**src/logic/tape_pkg.sv**
```systemverilog
package tape_pkg;

	// ========================================
	// Widths and key codes
	// ========================================

	// Tape byte address and tape length
	parameter int TAPE_ADDR_W = 25;

	// PS/2 scan codes, bit 8 is the extended flag
	localparam logic [8:0] KEY_F5 = 9'h003;
	localparam logic [8:0] KEY_F6 = 9'h00B;
	localparam logic [8:0] KEY_F7 = 9'h083;

	// ========================================
	// Types
	// ========================================

	// Key event from the PS/2 host, new event on every strobe change
	typedef struct packed {
		logic       strobe;
		logic       pressed;
		logic [8:0] code;
	} ps2_key_t;

	typedef enum logic [1:0] {
		SPEED_3M5 = 2'd0,
		SPEED_7M  = 2'd1,
		SPEED_14M = 2'd2,
		SPEED_28M = 2'd3
	} cpu_speed_t;

	// One-cycle command pulses from the keyboard
	typedef struct packed {
		logic toggle_play;
		logic restart;
		logic eject;
	} key_cmd_t;

	// One-cycle event pulses from the TZX player
	typedef struct packed {
		logic stop;
		logic stop48k;
		logic loop_start;
		logic loop_next;
	} tzx_event_t;

endpackage

```
**src/logic/tape_addr_seq.sv**
```systemverilog
`timescale 1ns/1ps

module tape_addr_seq #(
	parameter int ADDR_W = 25
) (
	input  logic                 clk_sys,
	input  logic                 RESET,
	input  logic                 restart_i,
	input  logic                 req_i,
	input  tape_pkg::tzx_event_t evt_i,
	input  logic                 download_i,
	input  logic [ADDR_W-1:0]    dl_addr_i,
	output logic [ADDR_W-1:0]    addr_o,
	output logic                 ack_o,
	output logic                 end_of_tape_o
);

	logic [ADDR_W-1:0] next_addr;
	logic [ADDR_W-1:0] tape_len;
	logic [ADDR_W-1:0] loop_addr;
	logic              download_q;
	logic              req_new;

	// Acknowledge is just the request seen one cycle late
	always_ff @(posedge clk_sys) begin
		ack_o <= req_i;
	end

	assign req_new = req_i ^ ack_o;

	// Marked address for loop blocks
	always_ff @(posedge clk_sys) begin
		if (evt_i.loop_start) begin
			loop_addr <= next_addr;
		end
	end

	always_ff @(posedge clk_sys) begin
		if (RESET) begin
			next_addr     <= '0;
			addr_o        <= '0;
			tape_len      <= '0;
			download_q    <= 1'b0;
			end_of_tape_o <= 1'b0;
		end else begin
			end_of_tape_o <= 1'b0;
			download_q    <= download_i;

			// Last download address is the tape length
			if (download_q && !download_i) begin
				tape_len <= dl_addr_i;
			end

			if (restart_i) begin
				next_addr <= '0;
				addr_o    <= '0;
			end else if (req_new) begin
				addr_o    <= next_addr;
				next_addr <= next_addr + 1'b1;
				if (next_addr >= tape_len) begin
					end_of_tape_o <= 1'b1;
				end
			end

			// Jump back to the mark, fetch it now and continue after it
			if (evt_i.loop_next) begin
				addr_o    <= loop_addr;
				next_addr <= loop_addr + 1'b1;
			end
		end
	end

endmodule

```
**src/logic/tape_ce_gen.sv**
```systemverilog
`timescale 1ns/1ps

module tape_ce_gen (
	input  logic                 clk_sys,
	input  logic                 RESET,
	input  tape_pkg::cpu_speed_t speed_i,
	input  logic                 mem_wait_i,
	output logic                 ce_o
);

	import tape_pkg::*;

	logic [4:0] div;
	cpu_speed_t speed_q;

	always_ff @(posedge clk_sys) begin
		if (RESET) begin
			div     <= '0;
			speed_q <= SPEED_3M5;
			ce_o    <= 1'b0;
		end else begin
			div <= div + 1'b1;
			// Speed only changes at the end of a full divider period
			if (&div) begin
				speed_q <= speed_i;
			end
			case (speed_q)
				SPEED_3M5: ce_o <= (div == 5'd0);
				SPEED_7M:  ce_o <= (div[3:0] == 4'd0);
				// Fast speeds stall with the CPU on memory wait
				SPEED_14M: ce_o <= (div[2:0] == 3'd0) & ~mem_wait_i;
				SPEED_28M: ce_o <= (div[1:0] == 2'd0) & ~mem_wait_i;
				default:   ce_o <= 1'b0;
			endcase
		end
	end

endmodule

```
**src/logic/tape_deck_top.sv**
```systemverilog
`timescale 1ns/1ps

module tape_deck_top #(
	parameter int ADDR_W   = tape_pkg::TAPE_ADDR_W,
	parameter int LED_BITS = 23
) (
	input  logic                 clk_sys,
	input  logic                 RESET,
	input  tape_pkg::ps2_key_t   ps2_key_i,
	input  logic                 download_i,
	input  logic [ADDR_W-1:0]    dl_addr_i,
	input  logic                 tzx_req_i,
	input  tape_pkg::tzx_event_t tzx_evt_i,
	input  tape_pkg::cpu_speed_t cpu_speed_i,
	input  logic                 mem_wait_i,
	output logic [ADDR_W-1:0]    tape_addr_o,
	output logic                 tzx_ack_o,
	output logic                 player_restart_o,
	output logic                 motor_o,
	output logic                 tape_ready_o,
	output logic                 tape_ce_o,
	output logic                 led_o
);

	import tape_pkg::*;

	key_cmd_t key_cmd;
	logic     restart;
	logic     paused;
	logic     end_of_tape;

	// ========================================
	// Control path
	// ========================================

	tape_key_decode u_key_decode (
		.clk_sys (clk_sys),
		.RESET   (RESET),
		.key_i   (ps2_key_i),
		.cmd_o   (key_cmd)
	);

	tape_transport_ctrl u_transport (
		.clk_sys       (clk_sys),
		.RESET         (RESET),
		.cmd_i         (key_cmd),
		.evt_i         (tzx_evt_i),
		.download_i    (download_i),
		.end_of_tape_i (end_of_tape),
		.restart_o     (restart),
		.ready_o       (tape_ready_o),
		.paused_o      (paused)
	);

	// ========================================
	// Player side
	// ========================================

	tape_addr_seq #(
		.ADDR_W (ADDR_W)
	) u_addr_seq (
		.clk_sys       (clk_sys),
		.RESET         (RESET),
		.restart_i     (restart),
		.req_i         (tzx_req_i),
		.evt_i         (tzx_evt_i),
		.download_i    (download_i),
		.dl_addr_i     (dl_addr_i),
		.addr_o        (tape_addr_o),
		.ack_o         (tzx_ack_o),
		.end_of_tape_o (end_of_tape)
	);

	tape_ce_gen u_ce_gen (
		.clk_sys    (clk_sys),
		.RESET      (RESET),
		.speed_i    (cpu_speed_i),
		.mem_wait_i (mem_wait_i),
		.ce_o       (tape_ce_o)
	);

	tape_led_pwm #(
		.LED_BITS (LED_BITS)
	) u_led_pwm (
		.clk_sys  (clk_sys),
		.RESET    (RESET),
		.paused_i (paused),
		.ready_i  (tape_ready_o),
		.led_o    (led_o)
	);

	// Player rewinds while restarting or with no tape loaded
	assign player_restart_o = restart | ~tape_ready_o;
	assign motor_o          = ~paused;

endmodule

```
**src/logic/tape_key_decode.sv**
```systemverilog
`timescale 1ns/1ps

module tape_key_decode (
	input  logic               clk_sys,
	input  logic               RESET,
	input  tape_pkg::ps2_key_t key_i,
	output tape_pkg::key_cmd_t cmd_o
);

	import tape_pkg::*;

	ps2_key_t key_q;
	logic     stb_q;
	logic     key_new;

	// Two flops on the strobe, the code travels with the first one
	always_ff @(posedge clk_sys) begin
		key_q <= key_i;
		stb_q <= key_q.strobe;
		// Load both stages alike in reset so no false event follows
		if (RESET) begin
			stb_q <= key_i.strobe;
		end
	end

	assign key_new = key_q.strobe ^ stb_q;

	always_ff @(posedge clk_sys) begin
		if (RESET) begin
			cmd_o <= '0;
		end else begin
			cmd_o <= '0;
			if (key_new) begin
				// Play/pause only on press, not on release
				if (key_q.code == KEY_F5 && key_q.pressed) begin
					cmd_o.toggle_play <= 1'b1;
				end
				if (key_q.code == KEY_F6) begin
					cmd_o.restart <= 1'b1;
				end
				if (key_q.code == KEY_F7) begin
					cmd_o.eject <= 1'b1;
				end
			end
		end
	end

endmodule

```
**src/logic/tape_led_pwm.sv**
```systemverilog
`timescale 1ns/1ps

module tape_led_pwm #(
	parameter int LED_BITS = 23
) (
	input  logic clk_sys,
	input  logic RESET,
	input  logic paused_i,
	input  logic ready_i,
	output logic led_o
);

	localparam int SLICE_W = 8;

	logic [LED_BITS-1:0] act_cnt;
	logic                cnt_run;
	logic [SLICE_W-1:0]  level;
	logic [SLICE_W-1:0]  phase;

	// While stopped the counter parks where top bit and ready disagree
	assign cnt_run = ~paused_i | (act_cnt[LED_BITS-1] == ready_i) | (|act_cnt[LED_BITS-2:0]);

	assign level = act_cnt[LED_BITS-2 -: SLICE_W];
	assign phase = act_cnt[SLICE_W-1:0];

	always_ff @(posedge clk_sys) begin
		if (RESET) begin
			act_cnt <= '0;
			led_o   <= 1'b0;
		end else begin
			if (cnt_run) begin
				act_cnt <= act_cnt + 1'b1;
			end
			// Duty ramps down in the first half, up in the second
			led_o <= act_cnt[LED_BITS-1] ? (level > phase) : (level <= phase);
		end
	end

endmodule

```
**src/logic/tape_transport_ctrl.sv**
```systemverilog
`timescale 1ns/1ps

module tape_transport_ctrl (
	input  logic                 clk_sys,
	input  logic                 RESET,
	input  tape_pkg::key_cmd_t   cmd_i,
	input  tape_pkg::tzx_event_t evt_i,
	input  logic                 download_i,
	input  logic                 end_of_tape_i,
	output logic                 restart_o,
	output logic                 ready_o,
	output logic                 paused_o
);

	logic download_q;
	logic download_fall;
	logic restart_set;
	logic unload;

	assign download_fall = download_q & ~download_i;

	// Held for the whole download, single pulse from F6
	assign restart_set = download_i | cmd_i.restart;

	// Eject or running off the end unloads the tape
	assign unload = cmd_i.eject | end_of_tape_i;

	// ========================================
	// Transport state
	// ========================================

	// Statements further down override the ones above them
	always_ff @(posedge clk_sys) begin
		if (RESET) begin
			download_q <= 1'b0;
			restart_o  <= 1'b0;
			ready_o    <= 1'b0;
			paused_o   <= 1'b1;
		end else begin
			download_q <= download_i;

			restart_o <= restart_set;

			if (cmd_i.toggle_play) begin
				paused_o <= ~paused_o;
			end

			if (unload) begin
				ready_o <= 1'b0;
			end

			// No tape, or the tape goes away in this cycle
			if (!ready_o || unload) begin
				paused_o <= 1'b1;
			end

			if (restart_set) begin
				paused_o <= 1'b1;
			end

			// Player asks for a stop, also the 48k-only variant
			if (evt_i.stop || evt_i.stop48k) begin
				paused_o <= 1'b1;
			end

			// New tape in memory, start playing right away
			if (download_fall) begin
				ready_o  <= 1'b1;
				paused_o <= 1'b0;
			end
		end
	end

endmodule

```
**config.mk**
```make
export PLATFORM = sky130hd
export DESIGN_NAME = tape_deck_top
export DESIGN_NICKNAME = d
export VERILOG_FILES = /design/src/logic/tape_pkg.sv /design/src/logic/tape_addr_seq.sv /design/src/logic/tape_ce_gen.sv /design/src/logic/tape_deck_top.sv /design/src/logic/tape_key_decode.sv /design/src/logic/tape_led_pwm.sv /design/src/logic/tape_transport_ctrl.sv
export SDC_FILE = /design/constraint.sdc
export NUM_CORES = 1
export LEC_CHECK = 0
export ABC_AREA = 1
export BUFFER_PORTS_ARGS = -buffer_cell sky130_fd_sc_hd__buf_2
export CORE_UTILIZATION = 40
export DETAILED_ROUTE_END_ITERATION = 7
export GPL_ROUTABILITY_DRIVEN = 0
export SLEW_MARGIN = 20
export SYNTH_ARGS = -nofsm -noshare
export SYNTH_HDL_FRONTEND = slang
export SYNTH_SLANG_ARGS = --single-unit
```
**constraint.sdc**
```tcl
create_clock -name clk_sys -period 2.3 [get_ports clk_sys]
set_input_delay 0.46 -clock clk_sys [delete_from_list [all_inputs] [get_ports clk_sys]]
set_output_delay 0.46 -clock clk_sys [all_outputs]
set_load 0.02 [all_outputs]
```
Yosys cells after proc, flatten, opt, wreduce, memory -nomap -nowiden. Cells that the tools add are included.

Add/subtract/negate cells: 4. $lt $le $gt $ge: 3. Equal/unequal tests: 7. Mux-type cells: 20. Bitwise gates (word level): 16. Reduce and logical (&&, ||, !) cells: 18.

Operator list (number): $mux 25 (6); $add 25x1->25 const B (2); $ge 25x25->1 (1); $add 23x1->23 const B (1); $reduce_or 22->1 (1); $mux 1 (13); $eq 9x2->1 const B (1); $eq 9x4->1 const B (1); $eq 9x8->1 const B (1); $gt 8x8->1 (1); $le 8x8->1 (1); $not 1->1 (6); $add 5x1->5 const B (1); $logic_not 5->1 (1); $or 1x1->1 (5); $reduce_and 5->1 (1); $reduce_bool 5->1 (1); $eq 2x2->1 const B (2); $logic_not 2->1 (2); $logic_not 4->1 (1); $pmux 1 s4 (1); $and 1x1->1 (3); $logic_not 3->1 (1); $reduce_bool 3->1 (1); other kinds (9) (13).

Flip-flop bits (word level): 153. Output and inout bits: 31. Word-level logic and storage cells: 90.

Logic depth before layout (Yosys ltp). Gate-level depths: netlist of run 1.

Depth after elaboration: 6. Gate-level depth with buffers: 12. Gate-level depth less buffers: 12.

Cells and area by module. A second synthesis of run 1 with hierarchy kept.

Cells, all modules: 1174. Area, all modules: 8416.8 um2.

By module, submodules not included: tape_addr_seq (times used 1, cells each 785, area each 5740.5 um2, sequential area each 2312.2 um2); tape_led_pwm (times used 1, cells each 270, area each 1722.9 um2, sequential area each 480.5 um2); tape_key_decode (times used 1, cells each 41, area each 407.9 um2, sequential area each 300.3 um2); tape_ce_gen (times used 1, cells each 47, area each 342.8 um2, sequential area each 160.2 um2); tape_transport_ctrl (times used 1, cells each 28, area each 191.4 um2, sequential area each 80.1 um2); tape_deck_top (times used 1, cells each 3, area each 11.3 um2, sequential area each 0.0 um2).

Worst setup path after synthesis of run 1. OpenSTA, ideal clock, no wires.

Path type: reg2reg. Start: reg u_addr_seq.next_addr[1]. End: reg u_addr_seq.next_addr[16]. Library setup time: 0.117 ns. Arrival time: 1.384 ns. Data required time: 2.183 ns. Setup slack: 0.799 ns. Cell stages (with the launch flop): 11. Path buffers: 0. Clock period less this slack: 1.501 ns. Cells stage by stage: dfxtp_1 -> ha_1 -> inv_1 -> nor2_2 -> nand2_2 -> nor2_4 -> nand3_1 -> nand2_1 -> nand3_1 -> nor2_1 -> nor2_1.

Word-level cells in the longest chain between the ends: 4.

Ends and longest elaborated chain: start, declared (line tape_addr_seq.sv:18) `logic [ADDR_W-1:0] next_addr;`; start signal, assigned (line tape_addr_seq.sv:59) `next_addr <= next_addr + 1'b1;`; start signal, assigned (line tape_addr_seq.sv:68) `next_addr <= loop_addr + 1'b1;`; $add 25x1->25 (line tape_addr_seq.sv:59); $mux 25 (line tape_addr_seq.sv:57) `end else if (req_new) begin`; $mux 25 (line tape_addr_seq.sv:54) `if (restart_i) begin`; $mux 25 (line tape_addr_seq.sv:66) `if (evt_i.loop_next) begin`.

Every way passes these cells. The select of a mux whose other input is x is not followed. A chain may end at the register's enable or synchronous reset.

Worst setup path in the final report of run 1.
Start: reg u_addr_seq.loop_addr[0]. End: reg u_addr_seq.next_addr[18].

Word-level cells in the longest chain between the ends: 2.

Ends and longest elaborated chain: start, declared (line tape_addr_seq.sv:20) `logic [ADDR_W-1:0] loop_addr;`; start signal, assigned (line tape_addr_seq.sv:34) `loop_addr <= next_addr;`; $add 25x1->25 (line tape_addr_seq.sv:68); $mux 25 (line tape_addr_seq.sv:66).

Every way passes these cells.

==> results of run 1 <==
-- metrics by stage --
stage | setup WS [ns] | power (W)
2_1_floorplan | 0.799 | 0.00369
3_3_place_gp | 0.543 | 0.00399
3_5_place_dp | 0.543 | 0.00400
4_1_cts | 0.564 | 0.00671
5_1_grt | 0.349 | 0.00698
6_report | 0.565 | 0.00664
-- flip-flops by register name, indices dropped and copies added, names as in the netlist, 2 cells and up --
signal	count
u_key_decode.cmd_o	3
u_addr_seq.next_addr	25
u_led_pwm.act_cnt	23
u_key_decode.key_q	11
u_addr_seq.tape_len	25
u_ce_gen.speed_q	2
u_addr_seq.loop_addr	25
u_ce_gen.div	5
u_addr_seq.addr_o	25
-- power by group --
part           switching [W]  internal [W]  leakage, nW
clock                0.00119       0.00151        0.267
combinational       0.000530      0.000336         2.35
sequential          0.000182       0.00289         1.31
total                0.00190       0.00474         3.92
-- cell families after synthesis --
| kind of cell | after synthesis | share of synthesized area |
|---|---|---|
| AOI/OAI and AO/OA | 245 | 0.164 |
| and+or+nand+nor | 494 | 0.274 |
| adders and majority gates | 40 | 0.0621 |
| xor gates and xnor gates | 9 | 0.0107 |
| buffers and inverters | 160 | 0.0775 |
| DFF | 153 | 0.411 |
-- worst paths after layout --
path                                               from                       end  slack [ns]  depth (start not counted)
worst min-delay path                       ps2_key_i[5]     u_key_decode.key_q[5]        0.13                          1
worst min register to register    u_key_decode.key_q[9]     u_key_decode.cmd_o[2]        0.43                          2
worst max register to register  u_addr_seq.loop_addr[0]  u_addr_seq.next_addr[18]        0.57                         10
worst max-delay path            u_addr_seq.loop_addr[0]  u_addr_seq.next_addr[18]        0.57                         10
-- worst register-to-register path, delay by kind of cell (launching register included) --
kind                     cells  cell delay (ns)
flip-flops                   1             0.39
AND/OR/NAND/NOR              9             1.03
adder cells (fa/ha/maj)      1             0.20
-- per-layer routing --
layer / vias to the layer above / wire [um] / global-route usage
met2: 189 / 8720 / 0.318
li1: 3822 / - / -
met5: - / 0 / 0
met1: 3239 / 10300 / 0.299
met3: 19 / 1100 / 0.0427
met4: 0 / 262 / 0.0661
-- synth_stat cells, drive strengths merged (5+ instances only) --
cell type,number
nand2,226
nor2,146
dfxtp,128
inv,123
a21oi,107
o21ai,98
nand3,66
ha,40
edfxtp,25
clkbuf,23
nand4,21
a22oi,17
nor3,16
buf,13
a31oi,6
xnor2,6
nor3b,5
or2,5
-- final cells by class --
cell class              count  share of cell area
clock buffers              17              0.0457
flip-flops and latches    153               0.356
inverters                 124              0.0500
multi-input cells         788               0.443
clock inverters            15              0.0152
well taps                 265              0.0356
repair buffers             89              0.0538
==> metrics.cfg, run 1 <==
[timing]
final.period_utilization=0.754
slew_headroom=0.590
setup_viol=0
rsz0062_at_grt=false
worstMarginPinSlew_ns=0.615
fin_hold_ws_ns=0.129
clock.fmax_mhz=576
layout_min_cycle_time_ns=1.73
finClkSkew_ns=0.00902
fin_tns_setup_ns=0
hold_viol=0
slew_viol_final=0

[yosys]
synth_area_leader_cell=dfxtp_1
syn_area_um2=8060
synth_fp_nets=1188
synth_edf_count=25
synth_cells=1101
ys_seq_elements=153
ys.flop_type=dfxtp_1
ys_warn_count=0
synthDistinctLibCells=46
seq_area_frac_synth=0.411
synthArstFlopShare=0
synth.area.top_cells=dfxtp_1 32%, nand2_1 10%, edfxtp_1 9.3%, a21oi_1 6.6%, ha_1 6.2%
synth_area_per_cell_um2=7.32
synth_top_area_share=0.318

[clock_tree]
cts_resized=0
clk_pin_slew_ns=0.07
htree_num_levels=4
clk_path_buf_depth=2
root_buffer=clkbuf_16
cts_tree=yes
cts.sinks=153
post_cts_buffers=0
worstSkewPairLatency_ns=0.43
cts_buffers=17
holdBufCountCts=0

[worst_setup_path]
critPathKind=register to register
crit_family=simple AND/OR/NAND/NOR gates
cp_max_fo=5
crit_path_cell_trace=ha_1 > nand3_1 > nor2_2 > nand3_2 > nor2_4 > nand2_1 > nand2_1 > nand3_1 > nor2_1 > nor2_1
cp.required_ns=2.63
crit_slowest_cell=edfxtp_1
startpoint_type=register
end_kind=register
cpPeakStageDelay_ns=0.39
arrival_ns=2.06
path_buf_inv=0

[job]
max-cap-violations=0

[cells_and_area]
diodes=0
finalNonFillerCells=1451
fin_nets=1260
nFillCells=1962
final_cell_mix=217 x nand2_1, 128 x dfxtp_1, 126 x nor2_1
final_common_cell=nand2_1
fin_area_um2=9300
drive_gt1_frac=0.138
utilization=0.475
synthToLayoutAreaGrowth_pct=15.4
multi_input_area_um2=4120
seqCellArea_um2=3310

[place]
place_hpwl_mm=14.9
dpl-instance-area_um2=8730
dp_cells=1419
port_buffers=77

[power_and_ir_drop]
ir_drop_mv=0.504
p_leak_nw=3.92
power_density_nw_per_um2=714

[route]
drt_pass1_iterations=5
ant_nets=0
drtIter0Drc=465
viasPerCell=5.01
dr_total_vias=7269
wl_per_cell_um=14.0
routed_wl_mm=20.3
route.detailed.drc=0

[floorplan]
dieArea_um2=20700
die_x_um=144
die_y_um=144
io_pins=78
core_area_um2=19600
rows=51
start_util=0.411

[global_route]
gr-total-overflow=0
grt_usage=0.211
grt_pass1_vias=6741
grt_pass1_wl_mm=33.7
antenna_found_initial=0
grt_start_max_net_pins=91

[min_path]
worstHoldPathType=primary input to register

[outcome]
status=finished clean

(Power assumes the default switching activity.)
==> run 2, diff against run 1 <==
- clock period: 2.3 -> 1.8 ns (I/O delays scaled with it)
==> metrics.cfg, run 2 (synthesized netlist as in run 1, its figures left out) <==
[route]
drtIter0Drc=490
wl_per_cell_um=14.5
route.detailed.drc=0
drt_pass1_iterations=5
ant_nets=0
viasPerCell=5.07
routed_wl_mm=21.5
dr_total_vias=7542

[power_and_ir_drop]
clkPwrFrac=0.415
p_int_w=0.00637
power_frac_seq=0.443
p_switching_w=0.00241
power_density_nw_per_um2=914
ir_drop_mv=0.600
combPwrFrac=0.141
p_leak_nw=4.12
switching_share=0.274
p_total_w=0.00877

[cells_and_area]
finalNonFillerCells=1487
synthToLayoutAreaGrowth_pct=19.2
final_cell_mix=217 x nand2_1, 128 x dfxtp_1, 126 x nor2_1
utilization=0.490
diodes=0
fin_nets=1296
final_common_cell=nand2_1
drive_gt1_frac=0.164
fin_area_um2=9600
nFillCells=1981

[job]
max-cap-violations=0

[global_route]
gr-total-overflow=0
grt_pass1_vias=6867
grt_usage=0.216
grt_pass1_wl_mm=34.6
grt_start_max_net_pins=52
antenna_found_initial=0

[floorplan]
io_pins=78
core_area_um2=19600
dieArea_um2=20700
rows=51
die_x_um=144
die_y_um=144
start_util=0.411

[timing]
worstMarginPinSlew_ns=0.430
hold_viol=0
slew_viol_final=0
slew_headroom=0.713
layout_min_cycle_time_ns=1.65
finClkSkew_ns=0.00776
setup_viol=0
setup_slack_ns=0.151
clock.fmax_mhz=607
final.period_utilization=0.916

[worst_setup_path]
critical_path.reg2reg.endpoint=u_addr_seq.end_of_tape_o
arrival_ns=1.98
critPathKind=register to register
rr_startpoint=u_addr_seq.next_addr[8]
r2r_slack_ns=0.15
startpoint_type=register
cp.required_ns=2.13
cp_max_fo=8
end_kind=register
worst_r2r_path_depth=8

[min_path]
worstHoldEndpoint=u_key_decode.key_q[8]
min_path_cells=1
hold_start=ps2_key_i[8]
worstHoldPathType=primary input to register

[place]
dp_cells=1449
dpl-instance-area_um2=8960
place_hpwl_mm=15.9
port_buffers=77
place_ws_ns=0.158

[outcome]
status=finished clean

[clock_tree]
worstSkewPairLatency_ns=0.43
root_buffer=clkbuf_16
holdBufCountCts=0
clk_pin_slew_ns=0.06
htree_num_levels=4
cts.sinks=153
cts_tree=yes
clk_path_buf_depth=2
cts_buffers=17

==> run 2: cell type report <==
cell class              instances  area (um^2)  share of cell area
multi-input cells             788         4140               0.431
repair buffers                125          768              0.0800
clock buffers                  20          437              0.0455
flip-flops and latches        153         3310               0.345
well taps                     265          332              0.0345
inverters                     124          465              0.0485
clock inverters                12          153              0.0159
==> run 2: through the flow <==
stage | hold WS [ns] | TNS (ns)
final | 0.0281 | 0
after global routing | 0.0130 | -0.0226
after CTS | 0.00512 | 0
after detailed placement | 0.418 | 0
after global placement | 0.416 | 0
after floorplan | 0.388 | 0
==> run 2: what timing repair did <==
item	CTS	global route
setup endpoints to repair	0	6
gates resized for setup	0	4
buffers inserted	0	6
==> run 2: layer usage <==
metal / GRT usage / vias up / wire, um
met3: 0.0367 / 31 / 1230
met4: 0.0784 / 0 / 448
li1: - / 3895 / -
met2: 0.326 / 218 / 9000
met5: 0 / - / 0
met1: 0.307 / 3398 / 10800
==> run 2: worst max-delay path, stage by stage (launching register included) <==
cell	delay [ns]
dfxtp_1	0.57
ha_1	0.35
a21oi_1	0.17
o21a_1	0.14
nand3_1	0.09
nand2_1	0.07
nand3_1	0.07
nand2_1	0.06
inv_1	0.03
==> run 2: how the worst max path moves through the flow <==
| stage | start | cells past startpoint | to | slack [ns] |
|---|---|---|---|---|
| after CTS | u_addr_seq.loop_addr[0] | 10 | u_addr_seq.next_addr[20] | 0.14 |
| final | u_addr_seq.next_addr[8] | 8 | u_addr_seq.end_of_tape_o | 0.15 |
| after detailed placement | u_addr_seq.loop_addr[0] | 10 | u_addr_seq.next_addr[20] | 0.16 |
| after floorplan | u_addr_seq.next_addr[1] | 10 | u_addr_seq.next_addr[16] | 0.30 |
| after global routing | u_addr_seq.loop_addr[4] | 9 | u_addr_seq.next_addr[9] | -0.02 |
| after global placement | u_addr_seq.next_addr[0] | 10 | u_addr_seq.next_addr[14] | 0.19 |
==> run 2: power groups by stage <==
stage	clock network (W)	registers [W]	logic (W)
4_1_cts	0.00374	0.00389	0.00123
2_1_floorplan	0	0.00399	0.000724
5_1_grt	0.00384	0.00392	0.00141
6_report	0.00364	0.00389	0.00124
3_5_place_dp	0	0.00396	0.00122
3_3_place_gp	0	0.00396	0.00121
